--- config.mk ---
export PLATFORM = sky130hd
export DESIGN_NAME = cpu_top
export DESIGN_NICKNAME = d
export VERILOG_FILES = /design/src/hw/cpu_pkg.sv /design/src/hw/alu.sv /design/src/hw/cpu_top.sv /design/src/hw/decoder.sv /design/src/hw/forward_unit.sv /design/src/hw/regfile.sv
export VERILOG_INCLUDE_DIRS = /design/src /design/src/include
export SDC_FILE = /design/constraint.sdc
export NUM_CORES = 2
export LEC_CHECK = 0
export ABC_CLOCK_PERIOD_IN_PS = 16750
export BUFFER_PORTS_ARGS = -buffer_cell sky130_fd_sc_hd__buf_4
export CAP_MARGIN = 20
export CORE_ASPECT_RATIO = 1.1
export CORE_MARGIN = 8
export CORE_UTILIZATION = 42
export DETAILED_ROUTE_END_ITERATION = 10
export GPL_ROUTABILITY_DRIVEN = 0
export MAX_ROUTING_LAYER = met4
export PLACE_DENSITY = 0.54
export SYNTH_ARGS = -nofsm -noshare
export SYNTH_HDL_FRONTEND = slang
export SYNTH_SLANG_ARGS = --single-unit
--- constraint.sdc ---
create_clock -name clk -period 16.75 [get_ports clk]
set_input_delay 1.675 -clock clk [delete_from_list [all_inputs] [get_ports clk]]
set_output_delay 1.675 -clock clk [all_outputs]
set_load 0.01 [all_outputs]
--- src/include/cpu_params.svh ---
`ifndef CPU_PARAMS_SVH
`define CPU_PARAMS_SVH

// datapath and address width
`define XLEN 32

// register file geometry
`define REG_AW 5
`define NUM_REGS 32

// first fetch address after reset
`define RESET_PC 32'h1c00_0000

// word address width of the data memory model
`define DMEM_AW 8

`endif

--- src/hw/cpu_pkg.sv ---
`include "cpu_params.svh"

package cpu_pkg;

    typedef logic [`XLEN-1:0] word_t;
    typedef logic [`REG_AW-1:0] reg_addr_t;

    // ALU operations, shared by the immediate and register forms
    typedef enum logic [3:0] {
        ALU_ADD  = 4'd0,
        ALU_SUB  = 4'd1,
        ALU_SLT  = 4'd2,
        ALU_SLTU = 4'd3,
        ALU_AND  = 4'd4,
        ALU_NOR  = 4'd5,
        ALU_OR   = 4'd6,
        ALU_XOR  = 4'd7,
        ALU_SLL  = 4'd8,
        ALU_SRL  = 4'd9,
        ALU_SRA  = 4'd10,
        ALU_LUI  = 4'd11
    } alu_op_e;

    // branch condition, resolved in execute
    typedef enum logic [2:0] {
        BR_NONE   = 3'd0,
        BR_EQ     = 3'd1,
        BR_NE     = 3'd2,
        BR_LT     = 3'd3,
        BR_GE     = 3'd4,
        BR_LTU    = 3'd5,
        BR_GEU    = 3'd6,
        BR_ALWAYS = 3'd7
    } br_kind_e;

endpackage

--- src/hw/alu.sv ---
`timescale 1ns/1ps

module alu (
    input  cpu_pkg::alu_op_e op,
    input  cpu_pkg::word_t   a,
    input  cpu_pkg::word_t   b,
    output cpu_pkg::word_t   result
);
    import cpu_pkg::*;

    logic [4:0] shamt;

    assign shamt = b[4:0];

    always_comb begin
        case (op)
            ALU_ADD:  result = a + b;
            ALU_SUB:  result = a - b;
            ALU_SLT:  result = word_t'($signed(a) < $signed(b));
            ALU_SLTU: result = word_t'(a < b);
            ALU_AND:  result = a & b;
            ALU_NOR:  result = ~(a | b);
            ALU_OR:   result = a | b;
            ALU_XOR:  result = a ^ b;
            ALU_SLL:  result = a << shamt;
            ALU_SRL:  result = a >> shamt;
            ALU_SRA:  result = $signed(a) >>> shamt;
            // upper immediate already shifted by the decoder
            ALU_LUI:  result = b;
            default:  result = '0;
        endcase
    end

    // x only before the first clock edge of reset
    known_op: assert final ($isunknown(op) || op inside {
        ALU_ADD, ALU_SUB, ALU_SLT, ALU_SLTU, ALU_AND, ALU_NOR,
        ALU_OR, ALU_XOR, ALU_SLL, ALU_SRL, ALU_SRA, ALU_LUI
    });

endmodule

--- src/hw/cpu_top.sv ---
`timescale 1ns/1ps
`include "cpu_params.svh"

module cpu_top (
    input  logic               clk,
    input  logic               reset,
    output cpu_pkg::word_t     imem_addr,
    input  cpu_pkg::word_t     imem_rdata,
    output logic               dmem_we,
    output cpu_pkg::word_t     dmem_addr,
    output cpu_pkg::word_t     dmem_wdata,
    input  cpu_pkg::word_t     dmem_rdata,
    output logic               wb_valid,
    output cpu_pkg::word_t     wb_pc,
    output cpu_pkg::reg_addr_t wb_reg,
    output cpu_pkg::word_t     wb_data
);
    import cpu_pkg::*;

    word_t     pc;
    word_t     next_pc;
    logic      br_cond;
    logic      br_taken;
    logic      stall;

    logic      fd_valid;
    word_t     fd_pc;
    word_t     fd_inst;

    alu_op_e   id_alu_op;
    br_kind_e  id_br_kind;
    logic      id_src1_is_pc;
    logic      id_src2_is_imm;
    logic      id_rs2_is_rd;
    logic      id_reg_we;
    logic      id_mem_we;
    logic      id_mem_read;
    reg_addr_t id_rs1;
    reg_addr_t id_rs2_field;
    reg_addr_t id_rs2;
    reg_addr_t id_dest;
    word_t     id_imm;
    word_t     id_br_target;
    word_t     id_rdata1;
    word_t     id_rdata2;

    logic      de_valid;
    word_t     de_pc;
    alu_op_e   de_alu_op;
    br_kind_e  de_br_kind;
    logic      de_src1_is_pc;
    logic      de_src2_is_imm;
    logic      de_reg_we;
    logic      de_mem_we;
    logic      de_mem_read;
    reg_addr_t de_rs1;
    reg_addr_t de_rs2;
    reg_addr_t de_dest;
    word_t     de_imm;
    word_t     de_br_target;
    word_t     de_rdata1;
    word_t     de_rdata2;
    word_t     ex_op1;
    word_t     ex_op2;
    word_t     alu_a;
    word_t     alu_b;
    word_t     alu_result;

    logic      em_valid;
    logic      em_reg_we;
    logic      em_mem_we;
    logic      em_mem_read;
    word_t     em_pc;
    reg_addr_t em_dest;
    word_t     em_result;
    word_t     em_wdata;
    word_t     mem_result;

    logic      mw_valid;
    logic      mw_reg_we;
    word_t     mw_pc;
    reg_addr_t mw_dest;
    word_t     mw_data;

    // fetch
    always_comb begin
        if (br_taken) begin
            next_pc = de_br_target;
        end else if (stall) begin
            next_pc = pc;
        end else begin
            next_pc = pc + 32'd4;
        end
    end

    assign imem_addr = next_pc;

    always_ff @(posedge clk) begin
        if (reset) begin
            pc <= `RESET_PC - 32'd4;
        end else begin
            pc <= next_pc;
        end
    end

    // valid bits, the redirected fetch already holds the branch target
    always_ff @(posedge clk) begin
        if (reset) begin
            fd_valid <= 1'b0;
            de_valid <= 1'b0;
            em_valid <= 1'b0;
            mw_valid <= 1'b0;
        end else begin
            if (!stall) begin
                fd_valid <= 1'b1;
            end
            de_valid <= fd_valid && !br_taken && !stall;
            em_valid <= de_valid;
            mw_valid <= em_valid;
        end
    end

    always_ff @(posedge clk) begin
        if (!stall) begin
            fd_pc   <= next_pc;
            fd_inst <= imem_rdata;
        end
    end

    // decode
    decoder u_decoder (
        .inst        (fd_inst),
        .pc          (fd_pc),
        .alu_op      (id_alu_op),
        .br_kind     (id_br_kind),
        .src1_is_pc  (id_src1_is_pc),
        .src2_is_imm (id_src2_is_imm),
        .rs2_is_rd   (id_rs2_is_rd),
        .reg_we      (id_reg_we),
        .mem_we      (id_mem_we),
        .mem_read    (id_mem_read),
        .rs1         (id_rs1),
        .rs2         (id_rs2_field),
        .dest        (id_dest),
        .imm         (id_imm),
        .br_target   (id_br_target)
    );

    // stores and branches read rd on the second port
    assign id_rs2 = id_rs2_is_rd ? id_dest : id_rs2_field;

    regfile u_regfile (
        .clk    (clk),
        .we     (mw_valid && mw_reg_we),
        .waddr  (mw_dest),
        .wdata  (mw_data),
        .raddr1 (id_rs1),
        .raddr2 (id_rs2),
        .rdata1 (id_rdata1),
        .rdata2 (id_rdata2)
    );

    always_ff @(posedge clk) begin
        de_pc          <= fd_pc;
        de_alu_op      <= id_alu_op;
        de_br_kind     <= id_br_kind;
        de_src1_is_pc  <= id_src1_is_pc;
        de_src2_is_imm <= id_src2_is_imm;
        de_reg_we      <= id_reg_we;
        de_mem_we      <= id_mem_we;
        de_mem_read    <= id_mem_read;
        de_rs1         <= id_rs1;
        de_rs2         <= id_rs2;
        de_dest        <= id_dest;
        de_imm         <= id_imm;
        de_br_target   <= id_br_target;
        de_rdata1      <= id_rdata1;
        de_rdata2      <= id_rdata2;
    end

    // execute
    forward_unit u_forward_unit (
        .clk        (clk),
        .reset      (reset),
        .ex_rs1     (de_rs1),
        .ex_rs2     (de_rs2),
        .id_rs1     (id_rs1),
        .id_rs2     (id_rs2),
        .mem_dest   (em_dest),
        .wb_dest    (mw_dest),
        .ex_dest    (de_dest),
        .mem_we     (em_valid && em_reg_we),
        .wb_we      (mw_valid && mw_reg_we),
        .ex_is_load (de_valid && de_mem_read),
        .mem_value  (em_result),
        .wb_value   (mw_data),
        .rf1        (de_rdata1),
        .rf2        (de_rdata2),
        .op1        (ex_op1),
        .op2        (ex_op2),
        .stall      (stall)
    );

    always_comb begin
        case (de_br_kind)
            BR_EQ:     br_cond = ex_op1 == ex_op2;
            BR_NE:     br_cond = ex_op1 != ex_op2;
            BR_LT:     br_cond = $signed(ex_op1) < $signed(ex_op2);
            BR_GE:     br_cond = $signed(ex_op1) >= $signed(ex_op2);
            BR_LTU:    br_cond = ex_op1 < ex_op2;
            BR_GEU:    br_cond = ex_op1 >= ex_op2;
            BR_ALWAYS: br_cond = 1'b1;
            default:   br_cond = 1'b0;
        endcase
    end

    assign br_taken = de_valid && br_cond;
    assign alu_a    = de_src1_is_pc ? de_pc : ex_op1;
    assign alu_b    = de_src2_is_imm ? de_imm : ex_op2;

    alu u_alu (
        .op     (de_alu_op),
        .a      (alu_a),
        .b      (alu_b),
        .result (alu_result)
    );

    always_ff @(posedge clk) begin
        em_pc       <= de_pc;
        em_dest     <= de_dest;
        em_reg_we   <= de_reg_we;
        em_mem_we   <= de_mem_we;
        em_mem_read <= de_mem_read;
        em_result   <= alu_result;
        em_wdata    <= ex_op2;
    end

    // memory
    assign dmem_we    = em_valid && em_mem_we;
    assign dmem_addr  = em_result;
    assign dmem_wdata = em_wdata;
    assign mem_result = em_mem_read ? dmem_rdata : em_result;

    always_ff @(posedge clk) begin
        mw_pc     <= em_pc;
        mw_dest   <= em_dest;
        mw_reg_we <= em_reg_we;
        mw_data   <= mem_result;
    end

    // writeback trace
    assign wb_valid = mw_valid && mw_reg_we;
    assign wb_pc    = mw_pc;
    assign wb_reg   = mw_dest;
    assign wb_data  = mw_data;

endmodule

--- src/hw/decoder.sv ---
`timescale 1ns/1ps

module decoder (
    input  cpu_pkg::word_t     inst,
    input  cpu_pkg::word_t     pc,
    output cpu_pkg::alu_op_e   alu_op,
    output cpu_pkg::br_kind_e  br_kind,
    output logic               src1_is_pc,
    output logic               src2_is_imm,
    output logic               rs2_is_rd,
    output logic               reg_we,
    output logic               mem_we,
    output logic               mem_read,
    output cpu_pkg::reg_addr_t rs1,
    output cpu_pkg::reg_addr_t rs2,
    output cpu_pkg::reg_addr_t dest,
    output cpu_pkg::word_t     imm,
    output cpu_pkg::word_t     br_target
);
    import cpu_pkg::*;

    logic  writes;
    logic  is_bl;
    logic  long_offs;
    word_t ui5;
    word_t si12;
    word_t ui12;
    word_t si20;
    word_t off16;
    word_t off26;

    // immediate forms
    assign ui5   = word_t'(inst[14:10]);
    assign si12  = {{20{inst[21]}}, inst[21:10]};
    assign ui12  = {20'b0, inst[21:10]};
    assign si20  = {inst[24:5], 12'b0};
    assign off16 = {{14{inst[25]}}, inst[25:10], 2'b0};
    assign off26 = {{4{inst[9]}}, inst[9:0], inst[25:10], 2'b0};

    always_comb begin
        alu_op      = ALU_ADD;
        br_kind     = BR_NONE;
        src1_is_pc  = 1'b0;
        src2_is_imm = 1'b0;
        rs2_is_rd   = 1'b0;
        writes      = 1'b0;
        mem_we      = 1'b0;
        mem_read    = 1'b0;
        is_bl       = 1'b0;
        long_offs   = 1'b0;
        imm         = '0;
        case (inst[31:26])
            6'h00: begin
                writes = 1'b1;
                if (inst[25:22] == 4'h0 && inst[21:20] == 2'b01) begin
                    case (inst[19:15])
                        5'h00:   alu_op = ALU_ADD;
                        5'h02:   alu_op = ALU_SUB;
                        5'h04:   alu_op = ALU_SLT;
                        5'h05:   alu_op = ALU_SLTU;
                        5'h08:   alu_op = ALU_NOR;
                        5'h09:   alu_op = ALU_AND;
                        5'h0a:   alu_op = ALU_OR;
                        5'h0b:   alu_op = ALU_XOR;
                        5'h0e:   alu_op = ALU_SLL;
                        5'h0f:   alu_op = ALU_SRL;
                        5'h10:   alu_op = ALU_SRA;
                        default: writes = 1'b0;
                    endcase
                end else if (inst[25:22] == 4'h1 && inst[21:20] == 2'b00) begin
                    // shift by ui5
                    src2_is_imm = 1'b1;
                    imm         = ui5;
                    case (inst[19:15])
                        5'h01:   alu_op = ALU_SLL;
                        5'h09:   alu_op = ALU_SRL;
                        5'h11:   alu_op = ALU_SRA;
                        default: writes = 1'b0;
                    endcase
                end else begin
                    src2_is_imm = 1'b1;
                    imm         = si12;
                    case (inst[25:22])
                        4'h8: alu_op = ALU_SLT;
                        4'h9: alu_op = ALU_SLTU;
                        4'ha: alu_op = ALU_ADD;
                        4'hd: begin
                            alu_op = ALU_AND;
                            imm    = ui12;
                        end
                        4'he: begin
                            alu_op = ALU_OR;
                            imm    = ui12;
                        end
                        4'hf: begin
                            alu_op = ALU_XOR;
                            imm    = ui12;
                        end
                        default: writes = 1'b0;
                    endcase
                end
            end
            6'h05, 6'h07: begin
                // lu12i.w and pcaddu12i
                writes      = !inst[25];
                src2_is_imm = 1'b1;
                imm         = si20;
                src1_is_pc  = inst[27];
                alu_op      = inst[27] ? ALU_ADD : ALU_LUI;
            end
            6'h0a: begin
                src2_is_imm = 1'b1;
                imm         = si12;
                if (inst[25:22] == 4'h2) begin
                    writes   = 1'b1;
                    mem_read = 1'b1;
                end else if (inst[25:22] == 4'h6) begin
                    mem_we    = 1'b1;
                    rs2_is_rd = 1'b1;
                end
            end
            6'h14: begin
                br_kind   = BR_ALWAYS;
                long_offs = 1'b1;
            end
            6'h15: begin
                // bl links pc + 4 into r1
                br_kind     = BR_ALWAYS;
                long_offs   = 1'b1;
                is_bl       = 1'b1;
                writes      = 1'b1;
                src1_is_pc  = 1'b1;
                src2_is_imm = 1'b1;
                imm         = 32'd4;
            end
            6'h16: br_kind = BR_EQ;
            6'h17: br_kind = BR_NE;
            6'h18: br_kind = BR_LT;
            6'h19: br_kind = BR_GE;
            6'h1a: br_kind = BR_LTU;
            6'h1b: br_kind = BR_GEU;
            default: ;
        endcase
        // conditional branches compare rj with rd
        if (inst[31:26] >= 6'h16 && inst[31:26] <= 6'h1b) begin
            rs2_is_rd = 1'b1;
        end
    end

    assign rs1       = inst[9:5];
    assign rs2       = inst[14:10];
    assign dest      = is_bl ? 5'd1 : inst[4:0];
    assign reg_we    = writes && (dest != '0);
    assign br_target = pc + (long_offs ? off26 : off16);

    mem_dir_excl: assert final (!(mem_we && mem_read));

endmodule

--- src/hw/forward_unit.sv ---
`timescale 1ns/1ps

module forward_unit (
    input  logic               clk,
    input  logic               reset,
    input  cpu_pkg::reg_addr_t ex_rs1,
    input  cpu_pkg::reg_addr_t ex_rs2,
    input  cpu_pkg::reg_addr_t id_rs1,
    input  cpu_pkg::reg_addr_t id_rs2,
    input  cpu_pkg::reg_addr_t mem_dest,
    input  cpu_pkg::reg_addr_t wb_dest,
    input  cpu_pkg::reg_addr_t ex_dest,
    input  logic               mem_we,
    input  logic               wb_we,
    input  logic               ex_is_load,
    input  cpu_pkg::word_t     mem_value,
    input  cpu_pkg::word_t     wb_value,
    input  cpu_pkg::word_t     rf1,
    input  cpu_pkg::word_t     rf2,
    output cpu_pkg::word_t     op1,
    output cpu_pkg::word_t     op2,
    output logic               stall
);
    import cpu_pkg::*;

    // newest producer wins
    function automatic word_t pick(reg_addr_t rs, word_t rf);
        if (rs == '0) begin
            return rf;
        end else if (mem_we && mem_dest == rs) begin
            return mem_value;
        end else if (wb_we && wb_dest == rs) begin
            return wb_value;
        end
        return rf;
    endfunction

    always_comb begin
        op1 = pick(ex_rs1, rf1);
        op2 = pick(ex_rs2, rf2);
    end

    // load data is only ready in the memory stage
    assign stall = ex_is_load && (ex_dest != '0)
                   && (ex_dest == id_rs1 || ex_dest == id_rs2);

    single_bubble: assert property (@(posedge clk) disable iff (reset) stall |=> !stall);

endmodule

--- src/hw/regfile.sv ---
`timescale 1ns/1ps
`include "cpu_params.svh"

module regfile (
    input  logic               clk,
    input  logic               we,
    input  cpu_pkg::reg_addr_t waddr,
    input  cpu_pkg::word_t     wdata,
    input  cpu_pkg::reg_addr_t raddr1,
    input  cpu_pkg::reg_addr_t raddr2,
    output cpu_pkg::word_t     rdata1,
    output cpu_pkg::word_t     rdata2
);
    import cpu_pkg::*;

    word_t regs [`NUM_REGS];

    always_ff @(posedge clk) begin
        if (we) begin
            regs[waddr] <= wdata;
        end
    end

    // r0 reads zero, a same-cycle write is passed through
    function automatic word_t read_port(reg_addr_t addr);
        if (addr == '0) begin
            return '0;
        end else if (we && addr == waddr) begin
            return wdata;
        end
        return regs[addr];
    endfunction

    always_comb begin
        rdata1 = read_port(raddr1);
        rdata2 = read_port(raddr2);
    end

    no_r0_write: assert property (@(posedge clk) we |-> waddr != '0);

endmodule

==> results.tsv <==
stage	metric	value	unit
pwr	pwr dens	136	nW/um2
logic_synthesis	top-area cell type share of the netlist area	42.8	%
logic_synthesis	post-synthesis instance total	6709	
drt	DR WL/cell	31.7	um
timing	RSZ-0062 raised after global routing	false	
placement	DP HPWL	188000	um
timing	Hold Fails Final Rpt	0	
flow_run	max cap viols	0	
logic_synthesis	top post-synthesis cells by area	edfxtp_1, dfxtp_1, mux4_2, nand2_1, nand3_1	
logic_synthesis	Yosys warning count	0	
logic_synthesis	Net Count, Synth	6936	
cells_and_area	most frequent cells in the layout	nand2_1, edfxtp_1, nand3_1	
critical_path	reg-to-reg endpoint	dmem_addr[27]$_DFF_P_	
cells_and_area	area grow syn2layout	12.8	%
critical_path	Slowest cell on crit path	nand2_2	
timing	pins over their slew limit	0	
critical_path	CP max FO	62	
pwr	Lkg Pwr	31.6	nW
timing	Setup TNS	0	ns
critical_path	worst endpoint required time	15.07	ns
floorplanning	Die Y	463	um
grt	first-pass GRT wire length	414000	um
critical_path	cell chain of the critical path	xnor2_1, nand4_1, o32ai_2, nand2_2, nand2_1, o21ai_0, ha_1, nand4_1, or4_1, nor4_1, o21ai_0, o221ai_1, a21oi_1, o211ai_1, mux2_2, nor3_4, buf_4, mux2_2, buf_4	
cells_and_area	final core utilization	47.5	%
clock_tree	cts hold-fix bufs	0	
grt	largest net degree at the start of global routing	132	
timing	Slew HR	15.3	%
grt	initial antenna violation count	13	
logic_synthesis	sequential area share after synthesis	53.3	%
timing	Final Skew	0.0302	ns
drt	antenna-violating nets left	0	
critical_path	CP startpoint kind	flop	
cells_and_area	FF/Latch Area	40700	um2
drt	Starting DRT DRC Count	7873	
clock_tree	number of CTS-inserted buffers	160	
cells_and_area	most common cell after layout, fill and taps aside	nand2_1	
cells_and_area	Multi-input gate area	33300	um2
logic_synthesis	EDFF count, synth	1088	
grt	vias in the first global route	55743	
drt	via/cell ratio	6.35	
floorplanning	Site Rows	164	
floorplanning	die area	195000	um2
hold_path	HP Class	flop to flop	
logic_synthesis	Top FF cell, synth	edfxtp_1	
logic_synthesis	Synth cell types	94	
clock_tree	PostCTS Resize Cnt	0	
cells_and_area	Final nets	6991	
clock_tree	Clock Sinks	1488	
timing	FMAX	113	MHz
cells_and_area	max reg flops	1024	
cells_and_area	Biggest register	u_regfile.regs	
timing	# setup viols final	0	
critical_path	crit path DAT	7.17	ns
critical_path	CP endpoint kind	output port	
cells_and_area	Layout fillers	16272	
hold_path	HP Start	em_pc[3]$_DFF_P_	
placement	placed cell count	9006	
floorplanning	core box area	181000	um2
clock_tree	CTS tree	done	
clock_tree	clk root buf	clkbuf_16	
logic_synthesis	synthesized cell area	76300	um2
timing	WHS	0.322	ns
pwr	peak supply drop	0.139	mV
timing	min cycle time layout	8.85	ns
clock_tree	Clk Latency, worst-skew pair	0.84	ns
cells_and_area	proportion of layout cells with a drive suffix above 1	17.3	%
logic_synthesis	Yosys top cell by area	edfxtp_1	
critical_path	FF-to-FF path depth	21	
cells_and_area	filler-free cell count of the finished design	9317	
logic_synthesis	Synth async-reset ratio	0	%
pwr	post-layout power	11.7	mW
floorplanning	# IOs	233	
grt	GRT Overall Usage	29.7	%
drt	DRT Wirelength	295000	um
critical_path	worst r2r src	de_rs2[0]$_DFF_P_	
drt	DRC errors left	0	
critical_path	kind of critical path	flop to output port	
floorplanning	Initial Util	42.1	%
critical_path	Critical Path Start	wb_reg[4]$_DFF_P_	
hold_path	Hold Crit Depth	0	
drt	vias	59166	
hold_path	hold path endpoint	wb_pc[3]$_DFF_P_	
grt	final global-route overflow total	0	
clock_tree	Setup Buffers After CTS	0	
logic_synthesis	Seq cells post-synth	1488	
drt	Pre-Repair DR Iteration Count	9	
clock_tree	clk buf depth	3	
clock_tree	H-tree levels	4	
timing	Worst-Margin Slew	1.26	ns
clock_tree	CTS clk-pin slew, worst paths	0.07	ns
logic_synthesis	Post-Syn Area per Cell	11.4	um2
placement	Port Buf Inserts	232	
floorplanning	Die X	422	um
status	status	completed	
timing	period utilisation layout	52.8	%
critical_path	CP max stage delay	0.71	ns
critical_path	worst reg2reg setup slack	9.44	ns
==> layer usage <==
metal  vias to the layer above  GRT usage, %  share of wire [%]  routed length [um]
met5                         -             -                  0                   0
met4                         0          15.9                6.6               19600
met3                       744          5.93                9.7               28800
met2                      3576          44.8                 45              132000
met1                     29492          37.8                 39              115000
li1                      25354             -                  -                   -
==> synthesized netlist by cell type (28+ instances only) <==
library cell and number:
a21o_1 58, nand3_1 571, buf_2 81, o221a_2 30, a21oi_1 244, a31oi_1 32, a211oi_1 83, o22ai_1 50
mux2i_1 273, nor3_1 44, o221ai_1 35, o21ai_0 182, nand2_1 1300, dfxtp_1 400, clkbuf_1 361, nor2b_1 28
buf_1 55, edfxtp_1 1088, mux2_2 94, xnor2_1 82, inv_1 147, nor2_1 265, mux4_2 329, ha_1 158
a311oi_1 161, and3_1 84, nand2b_1 35
==> power breakdown <==
part           internal (mW)  switching (mW)  total, mW
clock                   1.99            1.55       3.55
sequential              4.61           0.380       4.99
combinational           1.06            2.13       3.19
==> per-stage QoR <==
| step | cell area, um2 | setup WS (ns) |
|---|---|---|
| floorplan | 76300 | 9.82 |
| global placement | 80700 | 8.87 |
| detailed placement | 80700 | 8.83 |
| CTS | 86000 | 7.93 |
| global route | 86000 | 7.48 |
| finish | 86000 | 7.90 |
==> kinds of logic (layout without fill, tap and decap cells) <==
family                   count (synthesis)  in the layout  share of synthesized area [%]
flip-flops                            1488           1488                           53.3
multiplexers                           705            705                           14.9
other                                    0             12                              0
AO/OA/AOI/OAI                         1112           1112                           10.2
adder cells (fa/ha/maj)                162            162                           2.69
AND/OR/NAND/NOR                       2485           2485                           14.4
buffers and inverters                  657            846                           3.40
XOR/XNOR                               100            100                           1.15
==> layout make-up <==
cell class	count	area share, %
diodes	12	0.0349
multi-input cells	4564	38.8
inverters	155	0.698
flip-flops and latches	1488	47.3
repair buffers	395	3.61
clock buffers	206	5.09
well taps	2407	3.50
clock inverters	90	0.995
==> how the worst max path moves through the flow <==
stage / end / slack, ns / cells past startpoint
floorplan: imem_addr[15] / 9.82 / 18
global placement: imem_addr[28] / 8.87 / 19
detailed placement: imem_addr[28] / 8.83 / 17
CTS: imem_addr[23] / 7.93 / 17
global route: imem_addr[21] / 7.48 / 19
finish: imem_addr[28] / 7.90 / 19
==> worst max-delay path: cells and delay by family, from the launching register on <==
family | cells | cell delay [ns]
buffers and inverters | 2 | 0.60
AOI/OAI and AO/OA | 6 | 1.13
muxes | 2 | 0.84
and+or+nand+nor | 7 | 2.37
DFF | 1 | 0.64
xor gates and xnor gates | 1 | 0.19
adders and majority gates | 1 | 0.46
No activity file was read; power rests on OpenSTA's default activity.
